### src/verilog/buffer_pkg.sv
package buffer_pkg;

  // memory depths
  localparam int SAMPLE_DEPTH = 32;
  localparam int TSTAMP_DEPTH = 16;

  // address and count widths, counts reach the full depth
  localparam int SAMPLE_ADDR_WIDTH = $clog2(SAMPLE_DEPTH);
  localparam int TSTAMP_ADDR_WIDTH = $clog2(TSTAMP_DEPTH);
  localparam int SAMPLE_CNT_WIDTH  = SAMPLE_ADDR_WIDTH + 1;
  localparam int TSTAMP_CNT_WIDTH  = TSTAMP_ADDR_WIDTH + 1;

  // readout word
  localparam int OUT_WIDTH = 32;

  typedef enum logic [1:0] {
    IDLE,
    ARMED,
    CAPTURING,
    DONE
  } capture_state_e;

  typedef enum logic [1:0] {
    CMD_ARM,
    CMD_ARM_START,
    CMD_STOP,
    CMD_RESET
  } cmd_op_e;

  typedef struct packed {
    logic     valid;
    cmd_op_e  op;
  } capture_cmd_t;

  typedef enum logic [2:0] {
    RD_IDLE,
    RD_TSTAMP_HDR,
    RD_TSTAMP,
    RD_SAMPLE_HDR,
    RD_SAMPLE
  } readout_state_e;

  typedef struct packed {
    logic                  valid;
    logic                  last;
    logic [OUT_WIDTH-1:0]  data;
  } readout_word_t;

  typedef struct packed {
    logic [SAMPLE_CNT_WIDTH-1:0]  samples;
    logic [TSTAMP_CNT_WIDTH-1:0]  tstamps;
  } depth_t;

endpackage

### src/verilog/rx_pkg.sv
package rx_pkg;

  // receiver front end
  localparam int CHANNELS     = 2;
  localparam int DATA_WIDTH   = 16;
  localparam int TSTAMP_WIDTH = 32;

  // both channel lanes side by side
  localparam int SAMPLE_WIDTH = CHANNELS * DATA_WIDTH;

  // one sample pair per strobe, lane 0 in the low bits
  typedef struct packed {
    logic                                 valid;
    logic [CHANNELS-1:0][DATA_WIDTH-1:0]  lanes;
  } sample_in_t;

  // one timestamp per strobe
  typedef struct packed {
    logic                     valid;
    logic [TSTAMP_WIDTH-1:0]  value;
  } tstamp_in_t;

endpackage

### src/verilog/capture_control.sv
module capture_control (
  input  logic                      ps_clk,
  input  logic                      arst_n_i,
  input  buffer_pkg::capture_cmd_t  cmd_i,
  input  logic                      trigger_i,
  input  logic                      full_i,
  output logic                      write_en_o,
  output logic                      clear_o,
  output logic                      capture_busy_o
);

  buffer_pkg::capture_state_e state;
  buffer_pkg::capture_state_e state_next;

  logic idle_or_done;
  logic arm_cmd;
  logic fresh_arm;
  logic stop_cmd;
  logic reset_cmd;

  // an arm only counts when no capture is in progress
  assign idle_or_done = (state == buffer_pkg::IDLE) || (state == buffer_pkg::DONE);
  assign arm_cmd      = cmd_i.valid && ((cmd_i.op == buffer_pkg::CMD_ARM) ||
                                        (cmd_i.op == buffer_pkg::CMD_ARM_START));
  assign fresh_arm    = arm_cmd && idle_or_done;
  assign stop_cmd     = cmd_i.valid && (cmd_i.op == buffer_pkg::CMD_STOP);
  assign reset_cmd    = cmd_i.valid && (cmd_i.op == buffer_pkg::CMD_RESET);

  always_comb begin
    state_next = state;
    case (state)
      buffer_pkg::IDLE, buffer_pkg::DONE: begin
        if (fresh_arm) begin
          if (cmd_i.op == buffer_pkg::CMD_ARM_START) begin
            state_next = buffer_pkg::CAPTURING;
          end else begin
            state_next = buffer_pkg::ARMED;
          end
        end
      end
      buffer_pkg::ARMED: begin
        // waiting on the hardware trigger
        if (stop_cmd) begin
          state_next = buffer_pkg::DONE;
        end else if (trigger_i) begin
          state_next = buffer_pkg::CAPTURING;
        end
      end
      buffer_pkg::CAPTURING: begin
        if (stop_cmd || full_i) begin
          state_next = buffer_pkg::DONE;
        end
      end
      default: begin
        state_next = buffer_pkg::IDLE;
      end
    endcase
    // reset command overrides everything
    if (reset_cmd) begin
      state_next = buffer_pkg::IDLE;
    end
  end

  always_ff @(posedge ps_clk or negedge arst_n_i) begin
    if (!arst_n_i) begin
      state <= buffer_pkg::IDLE;
    end else begin
      state <= state_next;
    end
  end

  // clear lands on the same edge that enters ARMED or CAPTURING
  assign clear_o        = reset_cmd || fresh_arm;
  assign write_en_o     = (state == buffer_pkg::CAPTURING);
  assign capture_busy_o = (state == buffer_pkg::ARMED) || (state == buffer_pkg::CAPTURING);

endmodule

### src/verilog/readout_sequencer.sv
module readout_sequencer (
  input  logic                                      ps_clk,
  input  logic                                      arst_n_i,
  input  logic                                      start_i,
  input  logic                                      abort_i,
  input  logic                                      capture_busy_i,
  input  buffer_pkg::depth_t                        depth_i,
  output logic [buffer_pkg::SAMPLE_ADDR_WIDTH-1:0]  rd_addr_o,
  output logic                                      rd_tstamp_o,
  input  logic [buffer_pkg::OUT_WIDTH-1:0]          rd_data_i,
  output buffer_pkg::readout_word_t                 readout_o
);

  buffer_pkg::readout_state_e state;
  buffer_pkg::readout_state_e state_next;

  logic [buffer_pkg::SAMPLE_ADDR_WIDTH-1:0] rd_idx;
  logic [buffer_pkg::SAMPLE_ADDR_WIDTH-1:0] idx_next;

  // counts frozen for the whole frame
  logic [buffer_pkg::SAMPLE_CNT_WIDTH-1:0] sample_cnt_q;
  logic [buffer_pkg::TSTAMP_CNT_WIDTH-1:0] tstamp_cnt_q;

  logic start_ok;
  logic tstamp_at_end;
  logic sample_at_end;

  // word being issued this cycle
  logic                            emit;
  logic                            emit_last;
  logic                            emit_hdr;
  logic [buffer_pkg::OUT_WIDTH-1:0] hdr_value;

  // pipeline stage lined up with the memory read
  logic                            valid_q;
  logic                            last_q;
  logic                            hdr_q;
  logic [buffer_pkg::OUT_WIDTH-1:0] hdr_data_q;

  assign start_ok = start_i && !capture_busy_i;

  assign tstamp_at_end = ({1'b0, rd_idx[buffer_pkg::TSTAMP_ADDR_WIDTH-1:0]} ==
                          tstamp_cnt_q - 1'b1);
  assign sample_at_end = ({1'b0, rd_idx} == sample_cnt_q - 1'b1);

  always_comb begin
    state_next = state;
    idx_next   = rd_idx;
    emit       = 1'b0;
    emit_last  = 1'b0;
    emit_hdr   = 1'b0;
    hdr_value  = '0;
    case (state)
      buffer_pkg::RD_IDLE: begin
        if (start_ok) begin
          state_next = buffer_pkg::RD_TSTAMP_HDR;
        end
      end
      buffer_pkg::RD_TSTAMP_HDR: begin
        emit      = 1'b1;
        emit_hdr  = 1'b1;
        hdr_value = buffer_pkg::OUT_WIDTH'(tstamp_cnt_q);
        idx_next  = '0;
        // empty memory gives the header alone
        if (tstamp_cnt_q == '0) begin
          state_next = buffer_pkg::RD_SAMPLE_HDR;
        end else begin
          state_next = buffer_pkg::RD_TSTAMP;
        end
      end
      buffer_pkg::RD_TSTAMP: begin
        emit = 1'b1;
        if (tstamp_at_end) begin
          idx_next   = '0;
          state_next = buffer_pkg::RD_SAMPLE_HDR;
        end else begin
          idx_next = rd_idx + 1'b1;
        end
      end
      buffer_pkg::RD_SAMPLE_HDR: begin
        emit      = 1'b1;
        emit_hdr  = 1'b1;
        hdr_value = buffer_pkg::OUT_WIDTH'(sample_cnt_q);
        idx_next  = '0;
        if (sample_cnt_q == '0) begin
          emit_last  = 1'b1;
          state_next = buffer_pkg::RD_IDLE;
        end else begin
          state_next = buffer_pkg::RD_SAMPLE;
        end
      end
      buffer_pkg::RD_SAMPLE: begin
        emit = 1'b1;
        if (sample_at_end) begin
          emit_last  = 1'b1;
          idx_next   = '0;
          state_next = buffer_pkg::RD_IDLE;
        end else begin
          idx_next = rd_idx + 1'b1;
        end
      end
      default: begin
        state_next = buffer_pkg::RD_IDLE;
      end
    endcase
    // abort drops the frame, no last
    if (abort_i) begin
      state_next = buffer_pkg::RD_IDLE;
      idx_next   = '0;
      emit       = 1'b0;
      emit_last  = 1'b0;
    end
  end

  always_ff @(posedge ps_clk or negedge arst_n_i) begin
    if (!arst_n_i) begin
      state        <= buffer_pkg::RD_IDLE;
      rd_idx       <= '0;
      sample_cnt_q <= '0;
      tstamp_cnt_q <= '0;
      valid_q      <= 1'b0;
      last_q       <= 1'b0;
      hdr_q        <= 1'b0;
    end else begin
      state   <= state_next;
      rd_idx  <= idx_next;
      valid_q <= emit;
      last_q  <= emit_last;
      hdr_q   <= emit_hdr;
      if ((state == buffer_pkg::RD_IDLE) && start_ok) begin
        sample_cnt_q <= depth_i.samples;
        tstamp_cnt_q <= depth_i.tstamps;
      end
    end
  end

  always_ff @(posedge ps_clk) begin
    if (emit_hdr) begin
      hdr_data_q <= hdr_value;
    end
  end

  assign rd_addr_o   = rd_idx;
  assign rd_tstamp_o = (state == buffer_pkg::RD_TSTAMP);

  // header words bypass the memory data
  assign readout_o.valid = valid_q;
  assign readout_o.last  = last_q;
  assign readout_o.data  = hdr_q ? hdr_data_q : rd_data_i;

endmodule

### src/verilog/tagged_sample_store.sv
module tagged_sample_store (
  input  logic                                      ps_clk,
  input  logic                                      arst_n_i,
  input  rx_pkg::sample_in_t                        sample_i,
  input  rx_pkg::tstamp_in_t                        tstamp_i,
  input  logic                                      write_en_i,
  input  logic                                      clear_i,
  input  logic [buffer_pkg::SAMPLE_ADDR_WIDTH-1:0]  rd_addr_i,
  input  logic                                      rd_tstamp_i,
  output logic [buffer_pkg::OUT_WIDTH-1:0]          rd_data_o,
  output buffer_pkg::depth_t                        depth_o,
  output logic                                      full_o
);

  // sample pairs and timestamps, each in its own memory
  logic [rx_pkg::SAMPLE_WIDTH-1:0] sample_mem [buffer_pkg::SAMPLE_DEPTH];
  logic [rx_pkg::TSTAMP_WIDTH-1:0] tstamp_mem [buffer_pkg::TSTAMP_DEPTH];

  // write pointers double as entry counts
  logic [buffer_pkg::SAMPLE_CNT_WIDTH-1:0] sample_ptr;
  logic [buffer_pkg::TSTAMP_CNT_WIDTH-1:0] tstamp_ptr;

  logic sample_full;
  logic tstamp_full;
  logic write_ok;
  logic sample_we;
  logic tstamp_we;

  assign sample_full = (sample_ptr == buffer_pkg::SAMPLE_DEPTH);
  assign tstamp_full = (tstamp_ptr == buffer_pkg::TSTAMP_DEPTH);
  assign full_o      = sample_full || tstamp_full;

  // once either side is full nothing else goes in
  assign write_ok  = write_en_i && !full_o && !clear_i;
  assign sample_we = write_ok && sample_i.valid;
  assign tstamp_we = write_ok && tstamp_i.valid;

  always_ff @(posedge ps_clk or negedge arst_n_i) begin
    if (!arst_n_i) begin
      sample_ptr <= '0;
      tstamp_ptr <= '0;
    end else if (clear_i) begin
      sample_ptr <= '0;
      tstamp_ptr <= '0;
    end else begin
      if (sample_we) begin
        sample_ptr <= sample_ptr + 1'b1;
      end
      if (tstamp_we) begin
        tstamp_ptr <= tstamp_ptr + 1'b1;
      end
    end
  end

  // memory write ports
  always_ff @(posedge ps_clk) begin
    if (sample_we) begin
      sample_mem[sample_ptr[buffer_pkg::SAMPLE_ADDR_WIDTH-1:0]] <= sample_i.lanes;
    end
    if (tstamp_we) begin
      tstamp_mem[tstamp_ptr[buffer_pkg::TSTAMP_ADDR_WIDTH-1:0]] <= tstamp_i.value;
    end
  end

  // shared read port, one cycle latency
  always_ff @(posedge ps_clk) begin
    if (rd_tstamp_i) begin
      rd_data_o <= tstamp_mem[rd_addr_i[buffer_pkg::TSTAMP_ADDR_WIDTH-1:0]];
    end else begin
      rd_data_o <= sample_mem[rd_addr_i];
    end
  end

  // counts show up the cycle after the write
  assign depth_o.samples = sample_ptr;
  assign depth_o.tstamps = tstamp_ptr;

endmodule

### src/verilog/timetagging_sample_buffer.sv
module timetagging_sample_buffer (
  input  logic                       ps_clk,
  input  logic                       arst_n_i,
  input  rx_pkg::sample_in_t         sample_i,
  input  rx_pkg::tstamp_in_t         tstamp_i,
  input  logic                       trigger_i,
  input  buffer_pkg::capture_cmd_t   cmd_i,
  input  logic                       readout_start_i,
  output buffer_pkg::readout_word_t  readout_o,
  output buffer_pkg::depth_t         depth_o,
  output logic                       capture_busy_o
);

  logic                                     write_en;
  logic                                     clear;
  logic                                     full;
  logic [buffer_pkg::SAMPLE_ADDR_WIDTH-1:0] rd_addr;
  logic                                     rd_tstamp;
  logic [buffer_pkg::OUT_WIDTH-1:0]         rd_data;

  capture_control u_capture_control (
    .ps_clk         (ps_clk),
    .arst_n_i       (arst_n_i),
    .cmd_i          (cmd_i),
    .trigger_i      (trigger_i),
    .full_i         (full),
    .write_en_o     (write_en),
    .clear_o        (clear),
    .capture_busy_o (capture_busy_o)
  );

  tagged_sample_store u_store (
    .ps_clk      (ps_clk),
    .arst_n_i    (arst_n_i),
    .sample_i    (sample_i),
    .tstamp_i    (tstamp_i),
    .write_en_i  (write_en),
    .clear_i     (clear),
    .rd_addr_i   (rd_addr),
    .rd_tstamp_i (rd_tstamp),
    .rd_data_o   (rd_data),
    .depth_o     (depth_o),
    .full_o      (full)
  );

  // clear also ends any readout in flight
  readout_sequencer u_readout (
    .ps_clk         (ps_clk),
    .arst_n_i       (arst_n_i),
    .start_i        (readout_start_i),
    .abort_i        (clear),
    .capture_busy_i (capture_busy_o),
    .depth_i        (depth_o),
    .rd_addr_o      (rd_addr),
    .rd_tstamp_o    (rd_tstamp),
    .rd_data_i      (rd_data),
    .readout_o      (readout_o)
  );

endmodule
### config.mk
export PLATFORM = sky130hd
export DESIGN_NAME = timetagging_sample_buffer
export DESIGN_NICKNAME = d
export VERILOG_FILES = /design/src/verilog/buffer_pkg.sv /design/src/verilog/rx_pkg.sv /design/src/verilog/capture_control.sv /design/src/verilog/readout_sequencer.sv /design/src/verilog/tagged_sample_store.sv /design/src/verilog/timetagging_sample_buffer.sv
export SDC_FILE = /design/constraint.sdc
export NUM_CORES = 2
export LEC_CHECK = 0
export BUFFER_PORTS_ARGS = -buffer_cell sky130_fd_sc_hd__buf_2
export CAP_MARGIN = 20
export CORE_UTILIZATION = 35
export DETAILED_ROUTE_END_ITERATION = 7
export GPL_ROUTABILITY_DRIVEN = 0
export GPL_TIMING_DRIVEN = 0
export HOLD_SLACK_MARGIN = 0.1
export REMOVE_ABC_BUFFERS = 1
export SYNTH_ARGS = -nofsm -noshare
export SYNTH_HDL_FRONTEND = slang
export SYNTH_SLANG_ARGS = --single-unit
### constraint.sdc
create_clock -name ps_clk -period 7.4 [get_ports ps_clk]
set_clock_uncertainty 0.05 [all_clocks]
set_input_delay 1.11 -clock ps_clk [delete_from_list [all_inputs] [get_ports ps_clk]]
set_output_delay 1.11 -clock ps_clk [all_outputs]
set_load 0.02 [all_outputs]
* After elaboration in Yosys (flattened, before gate mapping)
Memory sizes are Yosys's and may differ from the RTL's.
Index checks and enable logic that the tools add are counted.
** Word-level totals
- Memories :: 2
- Input port bits :: 73
- Word-level logic and storage cells :: 107
- Output and inout port bits :: 46
- RAM bits :: 1536
- Register bits after elaboration :: 99
** Operators by class
- Add/subtract/negate cells :: 5
- Mux-type cells :: 36
- Reduce and logical (&&, ||, !) cells :: 32
- Equality and inequality tests :: 20
** Memory list
- u_store.sample_mem :: depth 32, width 32, rd ports 1, clocked after memory_dff 0, wr ports 1, RTL line tagged_sample_store.sv:16 : logic [rx_pkg::SAMPLE_WIDTH-1:0] sample_mem [buffer_pkg::SAMPLE_DEPTH];
- u_store.tstamp_mem :: depth 16, width 32, rd ports 1, clocked after memory_dff 0, wr ports 1, RTL line tagged_sample_store.sv:17 : logic [rx_pkg::TSTAMP_WIDTH-1:0] tstamp_mem [buffer_pkg::TSTAMP_DEPTH];
** Operators with widths (count)
- 32-bit 2-to-1 mux :: 2
- 5-bit 2-to-1 mux :: 5
- 3-bit 2-to-1 mux :: 5
- 3-bit case mux with 5 select lines :: 1
- 5-bit case mux with 3 select lines :: 1
- 2-bit 2-to-1 mux :: 6
- 6-bit 2-to-1 mux :: 2
- 6-bit case mux with 2 select lines :: 1
- 1-bit 2-to-1 mux :: 11
- 5-bit by 1-bit adder with 5-bit output (second input constant) :: 2
- 1-bit logical AND :: 10
- 2-bit == test (second input constant) :: 4
- 6-bit by 1-bit adder with 6-bit output (second input constant) :: 1
- 3-bit by 2-bit == test with 1-bit output (second input constant) :: 2
- 5-bit by 6-bit == test with 1-bit output :: 1
- 6-bit == test (second input constant) :: 1
- 6-bit zero test :: 1
- 1-bit logical OR :: 6
- 3-bit by 1-bit != test with 1-bit output (second input constant) :: 2
- 3-bit by 2-bit != test with 1-bit output (second input constant) :: 2
- 2-bit case mux with 3 select lines :: 1
- 3-bit AND reduction :: 2
- 6-bit by 1-bit subtractor with 6-bit output (second input constant) :: 1
- 4-bit by 5-bit == test with 1-bit output :: 1
- other kinds (16) :: 22

* Logic depth before layout (Yosys ltp)
- Depth in word-level cells :: 10
- Mapped depth :: 9
- Gate-level depth less buffers :: 8

* Hierarchy
A second synthesis with hierarchy kept.
** Unflattened totals
- Cell total of the unflattened synthesis :: 3179
- Area total of the unflattened synthesis :: 62779.0 µm²
** Modules (own cells, without submodules)
- tagged_sample_store :: instances 1, sequential area each 47040.1 µm², cells each 2969, area an instance 60762.0 µm²
- readout_sequencer :: instances 1, sequential area each 730.7 µm², cells each 183, area an instance 1801.7 µm²
- capture_control :: instances 1, sequential area each 50.0 µm², cells each 27, area an instance 215.2 µm²

* Worst setup path after synthesis
No wires, ideal clock.
- Path type :: in2reg
- From :: in cmd_i[1] in the netlist's numbering
- To :: mem u_store.sample_mem[20][0] in the netlist's numbering, enable pin
- Required time :: 6929 ps
- Path buffers :: 1
- Arrival :: 3424 ps
- Slack :: 3505 ps
- Setup time :: 421 ps
- Stages on the path :: 6
- Cells stage by stage :: mux2_1 > nand2_1 > and3_1 > buf_2 > nand2_1 > nor2_1
** Between the ends
- Longest elaborated chain between the ends :: 10
- Elaborated cells on any way between the ends :: 13
- Classes of those cells :: eq/ne (2); mux (2); reduce/logical (9)
** Ends and longest elaborated chain
- from (decl) :: RTL line timetagging_sample_buffer.sv:7 : input buffer_pkg::capture_cmd_t cmd_i,
- 2-bit by 1-bit == test with 1-bit output or 2-bit zero test (tied branches) :: RTL line capture_control.sv:24, capture_control.sv:23
- 1-bit logical OR :: RTL line capture_control.sv:23 : assign arm_cmd = cmd_i.valid && ((cmd_i.op == buffer_pkg::CMD_ARM) ||
- 1-bit logical AND :: RTL line capture_control.sv:23
- 1-bit logical AND :: RTL line capture_control.sv:25 : assign fresh_arm = arm_cmd && idle_or_done;
- 1-bit logical OR (*) :: RTL line capture_control.sv:73 : assign clear_o = reset_cmd || fresh_arm;
- 1-bit zero test (*) :: RTL line tagged_sample_store.sv:34 : assign write_ok = write_en_i && !full_o && !clear_i;
- 1-bit logical AND (*) :: RTL line tagged_sample_store.sv:34
- 1-bit logical AND (*) :: RTL line tagged_sample_store.sv:35 : assign sample_we = write_ok && sample_i.valid;
- 1-bit 2-to-1 mux (*) :: RTL line tagged_sample_store.sv:57 : if (sample_we) begin
- 1-bit 2-to-1 mux (implied by the code) (*) :: RTL line tagged_sample_store.sv:58 : sample_mem[sample_ptr[buffer_pkg::SAMPLE_ADDR_WIDTH-1:0]] <= sample_i.lanes;
- to (decl) :: RTL line tagged_sample_store.sv:16
Every way passes the cells marked *; elsewhere a longest branch is shown, timed or not.

* Final worst setup path
- From :: reg u_store.sample_ptr[4] in the netlist's numbering
- To :: mem u_store.sample_mem[5][28] in the netlist's numbering, enable pin
** Between the ends
- Longest elaborated chain between the ends :: 8
** Ends and longest elaborated chain
- from (decl) :: RTL line tagged_sample_store.sv:20 : logic [buffer_pkg::SAMPLE_CNT_WIDTH-1:0] sample_ptr;
- from (signal assigned) :: RTL line tagged_sample_store.sv:47 : sample_ptr <= sample_ptr + 1'b1;
- 6-bit == test :: RTL line tagged_sample_store.sv:29 : assign sample_full = (sample_ptr == buffer_pkg::SAMPLE_DEPTH);
- 1-bit logical OR :: RTL line tagged_sample_store.sv:31 : assign full_o = sample_full || tstamp_full;
- 1-bit zero test :: RTL line tagged_sample_store.sv:34
- 1-bit logical AND (2 in series) :: RTL line tagged_sample_store.sv:34
- 1-bit logical AND :: RTL line tagged_sample_store.sv:35
- 1-bit 2-to-1 mux :: RTL line tagged_sample_store.sv:57
- 1-bit 2-to-1 mux (implied by the code) :: RTL line tagged_sample_store.sv:58
Parallel ways exist; a longest one is shown, timed or not.

==> impl_metrics.tcl <==
set metrics [dict create \
    p_leak_uw 0.0220 \
    ff_latch_area_um2 47800 \
    drt_iter0_markers 2817 \
    postRouteAntennaNets 0 \
    netlist_area_um2 61600 \
    die_w_um 421 \
    syn_area_per_cell_um2 22.3 \
    core_um2 174000 \
    syn_inst 2761 \
    maxCapViolCount 0 \
    cts.path.max_buffers 3 \
    synth_flop_cell "edfxtp_1" \
    p_sw_share_pct 25.9 \
    max_freq_ghz 0.248 \
    crit_path_end_kind "flop" \
    seq_power_share_pct 45.9 \
    required_ns 7.79 \
    tightest_slew_ns 0.931 \
    r2r_slack_ns 3.38 \
    outcome "finished, final reports clean" \
    fin_cells 5434 \
    io_pins 119 \
    finalSetupViolCount 0 \
    hold-worst-slack_ns 0.391 \
    min_path_type "primary input to async pin" \
    antenna_found_initial 27 \
    fill_cells 14900 \
    period_share_pct 54.4 \
    grt_pass1_vias 29700 \
    synth_seq_cells 1609 \
    clockRootBuffer "clkbuf_16" \
    wire_per_inst_um 27.1 \
    cts_hold_buf 0 \
    numCtsBuffers 154 \
    num-nets-final 3067 \
    multiInputGateArea_um2 13200 \
    ys.warnings.count 0 \
    clk_latency_ns 0.78 \
    relSlewSlack_pct 37.4 \
    dp.cells 5149 \
    async_flop_share_pct 2.18 \
    finish.utilization_pct 41.2 \
    grtUsageTotal_pct 16.5 \
    wirelength_um 147000 \
    ys_seq_area_share_pct 77.7 \
    critical_path.startpoint_type "flop" \
    grt_overflow 0 \
    worstSetupPathType "flop to flop" \
    drive_gt1_share_pct 29.9 \
    drc 0 \
    via_per_inst 5.28 \
    clkTransAtPathRegs_ns 0.07 \
    grt_setup_unrepaired "false" \
    rows 153 \
    grt_pass1_wl_um 212000 \
    htreeDepth 4 \
    cts.sinks 1609 \
    drv_slew 0 \
    hpwlAfterDp_um 92000 \
    postCtsSetupRepairBufs 0 \
    cell_internal_pwr_uw 17100 \
    drt_pass1_iterations 5 \
    port_buffers 118 \
    area_growth_pct 16.8 \
    die_area_um2 178000 \
    power.total_uw 23000 \
    powerDensity_nw_per_um2 320 \
    cts_resized 0 \
    period_needed_ns 4.02 \
    grt_start_max_net_pins 60 \
    ys_types 55 \
    power_frac_comb_pct 19.7 \
    switching_power_uw 5960 \
    synth_edf_count 1542 \
    ir_worst_vdd_uv 289 \
    die_h_um 421 \
    initial_core_util_pct 35.3 \
    finalSetupTns_ns 0 \
    cp.arrival_ns 4.42 \
    hold_viol 0 \
    num_vias 28700 \
    cp_max_fo 18 \
    p_clk_share_pct 34.4 \
    cts_tree "built" \
]
-- power by group through the flow --
stage / registers, uW / clock network (uW) / logic (uW)
after global routing: 10600 / 8390 / 4870
after global placement: 11200 / 0 / 4430
after floorplan: 11100 / 0 / 4120
after CTS: 10600 / 8070 / 4610
final: 10600 / 7920 / 4540
after detailed placement: 10800 / 0 / 4600
-- cells by family after synthesis --
family          after synthesis  synth area share (%)
mux                         439                  15.6
simple gates                252                  1.88
compound gates              256                  2.70
flops                      1609                  77.7
buf+inv                     170                  1.52
xor+xnor                     21                 0.323
fa+ha+maj                    14                 0.284
-- critical path, stage by stage, from the launching register on --
cell and delay, ns:
dfrtp_1 0.64, or3_1 0.49, o221a_2 0.40, and3_1 0.40, nand2_1 0.54, nor2_4 0.84
buf_12 0.30
-- layout by cell type, fill, tap and decap left out, types with 4 or more instances in the layout --
cell and count:
a21oi_1 65, a22oi_1 124, and2_1 4, and3_1 4
buf_12 56, buf_16 36, buf_2 118, bufinv_16 15
clkbuf_1 40, clkbuf_16 163, clkbuf_8 8, clkinv_1 18
clkinv_2 23, dfrtp_1 30, dfrtp_4 4, dfxtp_1 32
diode_2 7, edfxtp_1 1542, ha_1 14, inv_1 17
mux2_1 7, mux2_2 6, mux2i_1 9, mux4_2 417
nand2_1 100, nand3_1 8, nand3b_1 6, nand4_1 4
nor2_1 23, nor2_4 49, nor2b_1 28, nor3_1 5
o211ai_1 5, o21ai_0 6, o21ai_1 41, o31ai_1 4
xnor2_1 11, xor2_1 9
-- through the flow --
step | worst slack [ns] | cell area (um^2)
finish | 3.38 | 71900
global route | 3.26 | 71900
CTS | 3.35 | 71900
detailed placement | 2.98 | 66800
global placement | -16.81 | 64200
floorplan | -8.94 | 60700
-- area by class of cell --
cell class,instances,share of cell area [%]
flip-flops and latches,1609,66.5
multi-input cells,982,18.4
clock buffers,211,6.03
well taps,2325,4.05
repair buffers,215,3.85
clock inverters,67,1.04
inverters,18,0.0940
diodes,7,0.0244
-- metal layers --
| layer | GRT usage [%] | vias up | part of all wire, % |
|---|---|---|---|
| met3 | 2.90 | 251 | 5.1 |
| li1 | - | 12100 | - |
| met1 | 20.6 | 15500 | 39 |
| met5 | 0 | - | 0.11 |
| met2 | 28.9 | 855 | 52 |
| met4 | 5.62 | 28 | 3.2 |
-- synth_stat cells, types with 2 or more instances --
master	count	area [um^2]
a21oi_1	65	325
a221oi_1	2	17.5
a22oi_1	124	931
and2_1	5	31.3
and3_1	4	25.0
buf_1	8	30.0
buf_2	43	215
buf_4	10	75.1
buf_6	27	304
clkbuf_1	63	236
dfrtp_1	35	876
dfxtp_1	32	641
edfxtp_1	1542	46300
ha_1	14	175
inv_1	17	63.8
mux2_1	7	78.8
mux2_2	6	67.6
mux2i_1	9	90.1
mux4_2	417	9390
nand2_1	100	375
nand2b_1	3	18.8
nand3_1	8	40.0
nand3b_1	6	45.0
nand4_1	4	25.0
nor2_1	73	274
nor2b_1	32	200
nor3_1	6	30.0
o211ai_1	5	37.5
o21ai_0	6	30.0
o21ai_1	41	205
o31ai_1	4	30.0
or3b_2	2	17.5
xnor2_1	11	96.3
xor2_1	9	78.8
-- state kept, by name, summed over array words and instances (netlist names) --
signal	flops
u_readout.hdr_data_q	6
u_readout.sample_cnt_q	6
u_readout.valid_q	1
u_readout.rd_addr_o	5
u_store.tstamp_mem	512
u_readout.last_q	1
u_readout.tstamp_cnt_q	5
u_capture_control.state	2
u_store.rd_data_o	32
u_readout.hdr_q	1
u_store.sample_ptr	6
u_store.tstamp_ptr	5
u_store.sample_mem	1024
u_readout.state	3
-- worst paths after layout --
| path | from | depth (start not counted) | end |
|---|---|---|---|
| max in group asynchronous | arst_n_i | 1 | u_readout.rd_addr_o[3]$_DFFE_PN0P_ |
| worst min-delay path | arst_n_i | 1 | u_capture_control.state[1]$_DFFE_PN0P_ |
| min in group ps_clk | u_capture_control.state[0]$_DFFE_PN0P_ | 2 | u_capture_control.state[0]$_DFFE_PN0P_ |
| worst max-delay path | u_store.sample_ptr[4]$_DFFE_PN0P_ | 6 | u_store.sample_mem[5][28]$_DFFE_PP_ |
| worst min register to register | u_capture_control.state[0]$_DFFE_PN0P_ | 2 | u_capture_control.state[0]$_DFFE_PN0P_ |
| worst max register to register | u_store.sample_ptr[4]$_DFFE_PN0P_ | 6 | u_store.sample_mem[5][28]$_DFFE_PP_ |
Power figures use the tool's default switching activity.
